<file path="src/logic/rvv_isa_pkg.sv">
/* RVV encodings for the decoded subset only: integer OP-V, unit and strided
   memory access, vsetvl. OPM, floating point and CSR codes are absent */
`default_nettype none

package rvv_isa_pkg;

  //////////////////////////////////////////////////
  // Major opcodes
  //////////////////////////////////////////////////

  localparam logic [6:0] OPC_OP_V     = 7'b1010111;
  localparam logic [6:0] OPC_LOAD_FP  = 7'b0000111;
  localparam logic [6:0] OPC_STORE_FP = 7'b0100111;

  // OP-V operand category in funct3
  typedef enum logic [2:0] {
    OPIVV = 3'b000,
    OPIVI = 3'b011,
    OPIVX = 3'b100,
    OPCFG = 3'b111
  } funct3_e;

  //////////////////////////////////////////////////
  // funct6 codes of the integer OP-V group
  //////////////////////////////////////////////////

  localparam logic [5:0] F6_VADD       = 6'b000000;
  localparam logic [5:0] F6_VSUB       = 6'b000010;
  localparam logic [5:0] F6_VRSUB      = 6'b000011;
  localparam logic [5:0] F6_VAND       = 6'b001001;
  localparam logic [5:0] F6_VOR        = 6'b001010;
  localparam logic [5:0] F6_VXOR       = 6'b001011;
  localparam logic [5:0] F6_VSLIDEUP   = 6'b001110;
  localparam logic [5:0] F6_VSLIDEDOWN = 6'b001111;
  // Shared with vmerge, which needs vm 0
  localparam logic [5:0] F6_VMV        = 6'b010111;
  localparam logic [5:0] F6_VSLL       = 6'b100101;
  localparam logic [5:0] F6_VSRL       = 6'b101000;
  localparam logic [5:0] F6_VSRA       = 6'b101001;

  //////////////////////////////////////////////////
  // Memory access
  //////////////////////////////////////////////////

  // Addressing mode, bits 27:26
  localparam logic [1:0] MOP_UNIT    = 2'b00;
  localparam logic [1:0] MOP_STRIDED = 2'b10;

  // Selected element width
  typedef enum logic [2:0] {
    EW_8  = 3'b000,
    EW_16 = 3'b001,
    EW_32 = 3'b010
  } vsew_e;

endpackage : rvv_isa_pkg

`default_nettype wire

</file>
<file path="src/logic/vdec_pkg.sv">
/* Decoder request and response types. ELEN is fixed at 32 bits and
   vtype.vill is never set by the decoder */
`default_nettype none

package vdec_pkg;

  localparam int unsigned ELEN       = 32;
  localparam int unsigned XINTF_ID_W = 4;

  typedef logic [ELEN-1:0] elen_t;
  typedef logic [4:0]      vreg_t;

  typedef struct packed {
    logic       vill;
    logic       vma;
    logic       vta;
    logic [2:0] vsew;
    logic [2:0] vlmul;
  } vtype_t;

  typedef enum logic [3:0] {
    VLE, VLSE, VSE, VSSE,
    VADD, VSUB, VRSUB,
    VAND, VOR, VXOR,
    VSLL, VSRL, VSRA,
    VSLIDEUP, VSLIDEDOWN,
    VCFG
  } op_e;

  // Execution unit that takes the request
  typedef enum logic [1:0] {
    CON, VFU, LSU, SLD
  } ex_unit_e;

  //////////////////////////////////////////////////
  // Interface structs
  //////////////////////////////////////////////////

  typedef struct packed {
    logic [31:0]           instr;
    elen_t                 rs1;
    logic                  rs1_valid;
    elen_t                 rs2;
    logic                  rs2_valid;
    logic [XINTF_ID_W-1:0] xintf_id;
  } vdec_req_t;

  typedef struct packed {
    op_e                   op;
    ex_unit_e              ex_unit;
    vreg_t                 vd;
    vreg_t                 vs1;
    vreg_t                 vs2;
    vreg_t                 rd;
    logic                  use_vd;
    logic                  use_vs1;
    logic                  use_vs2;
    logic                  use_rd;
    logic                  vd_is_src;
    elen_t                 rs1;
    elen_t                 rs2;
    vtype_t                vtype;
    logic                  is_load;
    logic                  vm;
    // Slide unit controls
    logic                  insert;
    logic                  vmv;
    logic                  keep_vl;
    logic                  reset_vstart;
    logic [XINTF_ID_W-1:0] xintf_id;
  } vec_req_t;

  // One sub-decoder's view, all zero without a hit
  typedef struct packed {
    logic     hit;
    logic     illegal;
    vec_req_t req;
  } vdec_part_t;

  typedef struct packed {
    vec_req_t req;
    logic     illegal;
  } vdec_rsp_t;

endpackage : vdec_pkg

`default_nettype wire

</file>
<file path="src/logic/vdec_mem_decode.sv">
/* Unit-stride and strided loads and stores, EEW 8/16/32 only.
   The nf field is not checked */
`default_nettype none

module vdec_mem_decode (
  input  vdec_pkg::vdec_req_t  req_i,
  output vdec_pkg::vdec_part_t part_o
);

  import vdec_pkg::*;
  import rvv_isa_pkg::*;

  logic       hit;
  logic       is_store;
  logic       strided;
  logic [3:0] ew_code;
  logic [1:0] mop;
  logic       ew_bad;
  logic       mop_bad;

  assign is_store = (req_i.instr[6:0] == OPC_STORE_FP);
  assign hit      = (req_i.instr[6:0] == OPC_LOAD_FP) | is_store;
  assign ew_code  = {req_i.instr[28], req_i.instr[14:12]};
  assign mop      = req_i.instr[27:26];
  assign strided  = (mop == MOP_STRIDED);
  assign mop_bad  = (mop != MOP_UNIT) & ~strided;

  always_comb begin
    part_o = '0;
    ew_bad = 1'b0;
    if (hit) begin
      part_o.hit           = 1'b1;
      part_o.req.ex_unit   = LSU;
      part_o.req.vd        = req_i.instr[11:7];
      part_o.req.use_vd    = 1'b1;
      part_o.req.vm        = req_i.instr[25];
      part_o.req.is_load   = ~is_store;
      // Stores read vd as data source
      part_o.req.vd_is_src = is_store;
      part_o.req.rs1       = req_i.rs1;

      unique case (ew_code)
        4'b0000: part_o.req.vtype.vsew = EW_8;
        4'b0101: part_o.req.vtype.vsew = EW_16;
        4'b0110: part_o.req.vtype.vsew = EW_32;
        default: ew_bad = 1'b1;
      endcase

      if (strided) begin
        part_o.req.rs2 = req_i.rs2;
        part_o.req.op  = is_store ? VSSE : VLSE;
      end else begin
        part_o.req.op  = is_store ? VSE : VLE;
      end

      part_o.illegal = ew_bad | mop_bad | ~req_i.rs1_valid | (strided & ~req_i.rs2_valid);
    end
  end

endmodule : vdec_mem_decode

`default_nettype wire

</file>
<file path="src/logic/vdec_arith_decode.sv">
/* Integer OP-V in VV, VX and VI forms, slides and vmv.v. OPM forms fall
   into this group and come out illegal */
`default_nettype none

module vdec_arith_decode (
  input  vdec_pkg::vdec_req_t  req_i,
  output vdec_pkg::vdec_part_t part_o
);

  import vdec_pkg::*;
  import rvv_isa_pkg::*;

  logic       hit;
  funct3_e    funct3;
  logic [5:0] funct6;
  logic [4:0] fld_vs1;
  logic       vm;
  logic       imm_zext;
  logic       op_bad;
  logic       opnd_bad;

  assign funct3  = funct3_e'(req_i.instr[14:12]);
  assign funct6  = req_i.instr[31:26];
  assign fld_vs1 = req_i.instr[19:15];
  assign vm      = req_i.instr[25];
  assign hit     = (req_i.instr[6:0] == OPC_OP_V) & (funct3 != OPCFG);

  always_comb begin
    part_o   = '0;
    imm_zext = 1'b0;
    op_bad   = 1'b0;
    opnd_bad = 1'b0;
    if (hit) begin
      part_o.hit         = 1'b1;
      part_o.req.ex_unit = VFU;
      part_o.req.vd      = req_i.instr[11:7];
      part_o.req.use_vd  = 1'b1;
      part_o.req.vs2     = req_i.instr[24:20];
      part_o.req.use_vs2 = 1'b1;
      part_o.req.vm      = vm;

      //////////////////////////////////////////////////
      // Operation
      //////////////////////////////////////////////////
      unique case (funct6)
        F6_VADD: part_o.req.op = VADD;
        F6_VSUB: begin
          part_o.req.op = VSUB;
          op_bad        = (funct3 == OPIVI);
        end
        F6_VRSUB: begin
          part_o.req.op = VRSUB;
          op_bad        = (funct3 == OPIVV);
        end
        F6_VAND: part_o.req.op = VAND;
        F6_VOR:  part_o.req.op = VOR;
        F6_VXOR: part_o.req.op = VXOR;
        F6_VSLL: begin
          part_o.req.op = VSLL;
          imm_zext      = 1'b1;
        end
        F6_VSRL: begin
          part_o.req.op = VSRL;
          imm_zext      = 1'b1;
        end
        F6_VSRA: begin
          part_o.req.op = VSRA;
          imm_zext      = 1'b1;
        end
        F6_VSLIDEUP, F6_VSLIDEDOWN: begin
          part_o.req.op      = (funct6 == F6_VSLIDEUP) ? VSLIDEUP : VSLIDEDOWN;
          part_o.req.ex_unit = SLD;
          imm_zext           = 1'b1;
          op_bad             = (funct3 == OPIVV);
        end
        F6_VMV: begin
          // vmv.v is a slide by zero, vm 0 would be vmerge
          part_o.req.op      = VSLIDEUP;
          part_o.req.ex_unit = SLD;
          part_o.req.vmv     = 1'b1;
          part_o.req.insert  = (funct3 == OPIVX) | (funct3 == OPIVI);
          part_o.req.vs2     = fld_vs1;
          op_bad             = ~vm;
        end
        default: op_bad = 1'b1;
      endcase

      // Operand source
      unique case (funct3)
        OPIVV: begin
          part_o.req.vs1     = fld_vs1;
          part_o.req.use_vs1 = 1'b1;
        end
        OPIVX: begin
          part_o.req.rs1 = req_i.rs1;
          opnd_bad       = ~req_i.rs1_valid;
        end
        OPIVI: part_o.req.rs1 = imm_zext ? elen_t'(fld_vs1) : elen_t'($signed(fld_vs1));
        default: opnd_bad = 1'b1;
      endcase

      part_o.illegal = op_bad | opnd_bad;
    end
  end

endmodule : vdec_arith_decode

`default_nettype wire

</file>
<file path="src/logic/vdec_cfg_decode.sv">
/* vsetvli, vsetivli and vsetvl. vtype is passed on unchecked,
   vill is left for the controller to set */
`default_nettype none

module vdec_cfg_decode (
  input  vdec_pkg::vdec_req_t  req_i,
  output vdec_pkg::vdec_part_t part_o
);

  import vdec_pkg::*;
  import rvv_isa_pkg::*;

  logic       hit;
  logic [4:0] fld_rs1;
  logic [4:0] fld_rd;

  assign hit     = (req_i.instr[6:0] == OPC_OP_V) & (req_i.instr[14:12] == OPCFG);
  assign fld_rs1 = req_i.instr[19:15];
  assign fld_rd  = req_i.instr[11:7];

  always_comb begin
    part_o = '0;
    if (hit) begin
      part_o.hit         = 1'b1;
      part_o.req.op      = VCFG;
      part_o.req.ex_unit = CON;
      part_o.req.rd      = fld_rd;
      part_o.req.use_rd  = 1'b1;

      if (!req_i.instr[31]) begin
        // vsetvli
        part_o.req.vtype = vtype_t'({1'b0, req_i.instr[27:20]});
        part_o.req.rs1   = req_i.rs1;
        part_o.illegal   = ~req_i.rs1_valid;
      end else if (req_i.instr[31:30] == 2'b11) begin
        // vsetivli, AVL is the uimm field
        part_o.req.vtype = vtype_t'({1'b0, req_i.instr[27:20]});
        part_o.req.rs1   = elen_t'(fld_rs1);
      end else if (req_i.instr[31:25] == 7'b1000000) begin
        part_o.req.vtype = vtype_t'({1'b0, req_i.rs2[7:0]});
        part_o.req.rs1   = req_i.rs1;
        part_o.illegal   = ~req_i.rs1_valid | ~req_i.rs2_valid;
      end else begin
        part_o.illegal = 1'b1;
      end

      // Request VLMAX
      if (fld_rs1 == '0 && fld_rd != '0) begin
        part_o.req.rs1 = '1;
      end
      part_o.req.keep_vl = (fld_rs1 == '0) && (fld_rd == '0);
    end
  end

endmodule : vdec_cfg_decode

`default_nettype wire

</file>
<file path="src/logic/vector_decoder.sv">
/* Fixed one-cycle latency, one request per cycle, no back-pressure.
   rsp_o is all zero in cycles without a request */
`default_nettype none

module vector_decoder (
  input  logic                clk_i,
  input  logic                rst_n_i,
  // Offloaded instruction
  input  vdec_pkg::vdec_req_t req_i,
  input  logic                req_valid_i,
  // Decoded request
  output vdec_pkg::vdec_rsp_t rsp_o,
  output logic                rsp_valid_o
);

  import vdec_pkg::*;

  vdec_part_t part_mem;
  vdec_part_t part_arith;
  vdec_part_t part_cfg;
  vdec_part_t part_all;
  logic       illegal;
  vdec_rsp_t  rsp_d;

  //////////////////////////////////////////////////
  // Sub-decoders
  //////////////////////////////////////////////////

  vdec_mem_decode i_mem_decode (
    .req_i  (req_i),
    .part_o (part_mem)
  );

  vdec_arith_decode i_arith_decode (
    .req_i  (req_i),
    .part_o (part_arith)
  );

  vdec_cfg_decode i_cfg_decode (
    .req_i  (req_i),
    .part_o (part_cfg)
  );

  // Groups are disjoint, so an OR picks the one hit
  assign part_all = vdec_part_t'(part_mem | part_arith | part_cfg);
  assign illegal  = part_all.illegal | ~part_all.hit;

  always_comb begin
    rsp_d = '0;
    if (req_valid_i) begin
      rsp_d.req              = part_all.req;
      rsp_d.req.reset_vstart = ~illegal;
      rsp_d.req.xintf_id     = req_i.xintf_id;
      rsp_d.illegal          = illegal;
    end
  end

  always_ff @(posedge clk_i or negedge rst_n_i) begin
    if (!rst_n_i) begin
      rsp_o       <= '0;
      rsp_valid_o <= 1'b0;
    end else begin
      rsp_o       <= rsp_d;
      rsp_valid_o <= req_valid_i;
    end
  end

endmodule : vector_decoder

`default_nettype wire

</file>
<file path="config.mk">
export PLATFORM = sky130hd
export DESIGN_NAME = vector_decoder
export DESIGN_NICKNAME = d
export VERILOG_FILES = /design/src/logic/rvv_isa_pkg.sv /design/src/logic/vdec_pkg.sv /design/src/logic/vdec_mem_decode.sv /design/src/logic/vdec_arith_decode.sv /design/src/logic/vdec_cfg_decode.sv /design/src/logic/vector_decoder.sv
export SDC_FILE = /design/constraint.sdc
export NUM_CORES = 1
export LEC_CHECK = 0
export BUFFER_PORTS_ARGS = -buffer_cell sky130_fd_sc_hd__buf_2
export CORE_AREA = 10 10 116 118
export DETAILED_ROUTE_END_ITERATION = 8
export DIE_AREA = 0 0 126 128
export PLACE_DENSITY = 0.85
export SKIP_LAST_GASP = 1
export SLEW_MARGIN = 20
export SYNTH_ARGS = -nofsm -noshare
export SYNTH_HDL_FRONTEND = slang
export SYNTH_SLANG_ARGS = --single-unit
</file>
<file path="constraint.sdc">
create_clock -name clk_i -period 0.8 [get_ports clk_i]
set_clock_uncertainty 0.1 [all_clocks]
set_input_delay 0.08 -clock clk_i [delete_from_list [all_inputs] [get_ports clk_i]]
set_output_delay 0.08 -clock clk_i [all_outputs]
set_load 0.01 [all_outputs]
</file>
# Yosys cells after proc, flatten, opt, wreduce, memory -nomap -nowiden
# Cells that the tools add are included.
dict set report totals {
  register_bits 116
  inputBits 105
  out_inout_bits 116
  elab_cells 135
}
dict set report op_classes {
  eq_ne 23
  muxes 48
  bitwise 21
  n_reduce_logical 16
}
# cell n
set op_table {}
lappend op_table {{2-to-1 mux 32 bit} 8}
lappend op_table {{bitwise OR 116 bit} 2}
lappend op_table {{2-to-1 mux 115 bit} 1}
lappend op_table {{2-to-1 mux 65 bit} 1}
lappend op_table {{one-hot mux 32 bit (2 select lines)} 1}
lappend op_table {{one-hot mux 4 bit (11 select lines)} 1}
lappend op_table {{equality test 6 x 4 -> 1 bit, second input constant} 5}
lappend op_table {{2-to-1 mux 9 bit} 3}
lappend op_table {{2-to-1 mux 23 bit} 1}
lappend op_table {{equality test 6 bit, second input constant} 3}
lappend op_table {{2-to-1 mux 8 bit} 2}
lappend op_table {{2-to-1 mux 5 bit} 3}
lappend op_table {{equality test 7 bit, second input constant} 2}
lappend op_table {{2-to-1 mux 1 bit} 13}
lappend op_table {{2-to-1 mux 13 bit} 1}
lappend op_table {{equality test 6 x 2 -> 1 bit, second input constant} 2}
lappend op_table {{2-to-1 mux 2 bit} 6}
lappend op_table {{logical NOT 5 bit} 2}
lappend op_table {{2-to-1 mux 3 bit} 3}
lappend op_table {{OR reduction 3 bit} 3}
lappend op_table {{equality test 4 x 3 -> 1 bit, second input constant} 2}
lappend op_table {{bitwise OR 1 bit} 8}
lappend op_table {{equality test 7 x 3 -> 1 bit, second input constant} 1}
lappend op_table {{equality test 7 x 6 -> 1 bit, second input constant} 1}
lappend op_table {{other kinds (20)} 33}

# Longest topological paths before layout
dict set report depth {
  word_depth 14
  mapped_depth 8
}

# By module
# From an unflattened synthesis, not the netlist that was laid out.
dict set report hier_totals {
  hier_cells 812
  area_unflattened_um2 7822.5
}
# mod n_inst cells_per_inst area_per_inst_um2 seq_area_each_um2
set modules_own_cells {}
lappend modules_own_cells {vector_decoder 1 246 4012.6 2902.8}
lappend modules_own_cells {vdec_arith_decode 1 229 1641.6 0.0}
lappend modules_own_cells {vdec_cfg_decode 1 202 1217.4 0.0}
lappend modules_own_cells {vdec_mem_decode 1 135 950.9 0.0}

# Least setup slack after synthesis
# OpenSTA, ideal clock, no wires.
dict set report synth_path {
  kind {input to register}
  start {input req_i[98] in the netlist's numbering}
  end {register rsp_o[58] in the netlist's numbering}
  setup_time_ns 0.064
  arrival_time_ns 1.662
  setup_slack_ns -1.025
  cell_stages 8
  n_path_buf 3
  path_cell_list {buf_6 > or4_4 > o311ai_4 > a31o_4 > and2_4 > buf_8 > buf_8 > a21o_1}
}
# element line_no
set synth_rtl {}
lappend synth_rtl {{start, declared} vector_decoder.sv:9} ;# input vdec_pkg::vdec_req_t req_i,
lappend synth_rtl {{end signal, assigned} vector_decoder.sv:63} ;# rsp_o <= rsp_d;
lappend synth_rtl {{end, declared} vector_decoder.sv:12} ;# output vdec_pkg::vdec_rsp_t rsp_o,

==> qor.csv <==
stage,metric,value,unit
floorplanning,initial core utilization,0.4068,
setup_path,critical-path maximum fanout,6,
final_layout,Area Overhead vs Synth,93.15,%
setup_path,Worst Setup SP,req_i[73],
global_routing,first-pass GRT wire length,30000,microns
drt,First DRT Iteration DRCs,378,
final_layout,final non-filler cell total,927,
timing,final setup fails,224,
timing,fmax,0.6830,GHz
logic_synthesis,ys async rst share,1.000,
final_layout,cell area after layout,8818,sq um
power_and_ir_drop,Max IR drop VDD,1.489,mV
floorplanning,Core ar.,11220,sq um
setup_path,CP Class,primary input to flop,
timing,fin crit period,1464,ps
logic_synthesis,Synth Flop Type,dfrtp_1,
clocking,Worst-path clk slew,50,ps
logic_synthesis,Post-synth EDFFs,0,
drt,DRC violations left,0,
setup_path,CP endpoint kind,flop,
timing,Final Hold Viols,22,
logic_synthesis,Yosys reg bits,114,
drt,Routed WL,21310,microns
hold_path,min-delay src,req_i[41],
hold_path,HP Class,primary input to flop,
placement,Placer Congestion,0.8734,
final_layout,share of post-route cells with drive strength above 1,0.5568,
power_and_ir_drop,PwrDens,1712,nW/um^2
final_layout,nets@finish,876,
clocking,maximum clock path buffer count,2,
clocking,htree depth,4,
placement,dpl cell area,6351,sq um
logic_synthesis,"Seq/Total Area, Yosys",0.6248,
placement,PortBufs,219,
clocking,cts bufs inserted,17,
drt,Vias per Instance,5.239,
timing,hold_ws,-180.3,ps
global_routing,largest net degree at the start of global routing,32,
placement,Inst Count DP,792,
clocking,TritonCTS clock tree,built,
timing,final worst path period share,1.830,
clocking,Sink Count,114,
logic_synthesis,Gate Count Post-Synth,385,
power_and_ir_drop,Pleak,4.713,nW
global_routing,initial antenna violation count,1,
timing,PnR worst setup slack,-664.1,ps
floorplanning,die width,126,microns
timing,unrepaired setup endpoints after global routing,true,
run_status,status,finished with violations,
logic_synthesis,Synth cell types,54,
floorplanning,Die Y,128,microns
final_layout,Multi-input gate area,2046,sq um
final_layout,Sequential Area,2853,sq um
timing,Slew Limit Fails,0,
drt,post-route ant nets,0,
run_status,failing checks,"negative hold slack, negative setup slack",
timing,Worst-Margin Slew,589.3,ps
logic_synthesis,"Net Count, Synth",490,
timing,Slew HR,0.5970,
global_routing,vias in the first global route,5203,
setup_path,Worst EP arrival,1710,ps
drt,Pre-Repair DR Iteration Count,4,
drt,DR WL/cell,22.99,microns
setup_path,Worst Path Required,1040,ps
global_routing,aggregate global-route resource usage,0.2390,
setup_path,crit start category,primary input,
clocking,cts-stage hold buffer count,74,
global_routing,GRT Residual Overflow,0,
floorplanning,# rows,39,
floorplanning,I/O pins,221,
final_layout,FILL cells,611,
placement,DP Wirelength,12190,microns
flow_run,Max Cap Viol,0,
logic_synthesis,synthesized area,4566,sq um
clocking,root buffer cell,clkbuf_16,
logic_synthesis,Syn Area/Cell,11.86,sq um
floorplanning,die footprint,16130,sq um
logic_synthesis,yosys warns,0,
drt,via count,4857,
state kept, by name, indices dropped and copies added (netlist names):
name / flops
rsp_valid_o: 1
rsp_o: 113
worst max-delay path, stage by stage:
cell and delay (ps):
buf_6 90, nand4b_1 230, buf_4 190, nor3_4 140, nand2_2 120, nor3b_4 290
buf_6 170, buf_12 110, buf_12 120, and2_1 160
power by group:
part	total [mW]	internal (mW)	switching, mW
logic	1.58	0.796	0.783
registers	5.81	5.80	0.00991
clock network	7.71	5.08	2.63
path summary, 6_finish.rpt:
kind	cells after the start	endpoint	slack, ps
worst min-delay path	2	rsp_o[55]$_DFF_PN0_	-180
max in group asynchronous	3	rsp_o[57]$_DFF_PN0_	170
worst max-delay path	10	rsp_o[31]$_DFF_PN0_	-660
min in group asynchronous	2	rsp_o[82]$_DFF_PN0_	-10
synthesized netlist by cell type, drive strengths merged, types with 3 or more instances:
cell type | number | area, sq um
a31o | 9 | 87.59
buf | 9 | 86.32
a21oi | 14 | 70.07
a31oi | 3 | 18.77
clkbuf | 19 | 71.32
a22oi | 3 | 22.52
and2 | 54 | 340.3
o21ai | 10 | 50.05
a21o | 23 | 172.7
nor3b | 3 | 22.52
nor4 | 3 | 18.77
dfrtp | 114 | 2853
nand3 | 13 | 65.06
nand2 | 20 | 75.07
nand2b | 4 | 25.02
mux2i | 6 | 60.06
nor3 | 5 | 35.03
a221o | 4 | 40.04
nor2 | 19 | 71.32
inv | 7 | 26.28
nor2b | 6 | 37.54
or4 | 3 | 26.27
cell usage in the layout (no fill, tap or decap), drive strengths merged, types with 5 or more instances in the layout:
cell type	synthesis	routed
buf	9	318
dfrtp	114	114
dlygate4sd3	0	74
and2	54	57
a21o	23	23
nand2	20	20
clkbuf	19	20
nor2	19	19
a21oi	14	14
nand3	13	13
o21ai	10	10
a31o	9	9
inv	7	7
clkinv	0	6
nor2b	6	6
mux2i	6	6
nor3	5	5
logic make-up after synthesis:
group                     synth area share
other                            0.0008214
AOI/OAI and AO/OA                   0.1444
DFF                                 0.6248
xor gates and xnor gates          0.003837
and+or+nand+nor                     0.1727
buffers and inverters              0.04028
muxes                              0.01315
per-layer routing:
| layer | vias up | global-route usage | part of all wire |
|---|---|---|---|
| met5 | - | 0 | 0 |
| met3 | 66 | 0.07858 | 0.059 |
| met1 | 2426 | 0.2501 | 0.36 |
| met4 | 0 | 0.1132 | 0.036 |
| li1 | 2113 | - | - |
| met2 | 252 | 0.4253 | 0.54 |
stage by stage:
step	utilization	TNS, ps	power (mW)	worst slack (ps)
2_1_floorplan	-	-69590	6.247	-907.4
6_report	0.7857	-91230	15.10	-664.1
3_5_place_dp	0.5659	-96070	6.976	-1060
3_3_place_gp	0.5659	-91370	6.943	-1005
4_1_cts	0.7504	-78440	14.95	-554.6
5_1_grt	0.7857	-99060	15.56	-698.1
repair_timing:
item / CTS / global route
gates resized for setup: 111 / 87
hold endpoints to repair: 213 / 22
endpoints found under the setup margin: 223 / 224
buffers inserted: 18 / 12
cloned: 7 / 1
pin swaps: 56 / 23
final cells by class:
| type | instances | share of cell area |
|---|---|---|
| diodes | 1 | 0.0002838 |
| clock buffers | 20 | 0.05292 |
| well taps | 143 | 0.02029 |
| inverters | 7 | 0.004115 |
| clock inverters | 11 | 0.01532 |
| repair buffers | 392 | 0.3516 |
| multi-input cells | 239 | 0.2320 |
| flip-flops and latches | 114 | 0.3235 |
(Power assumes the default switching activity.)
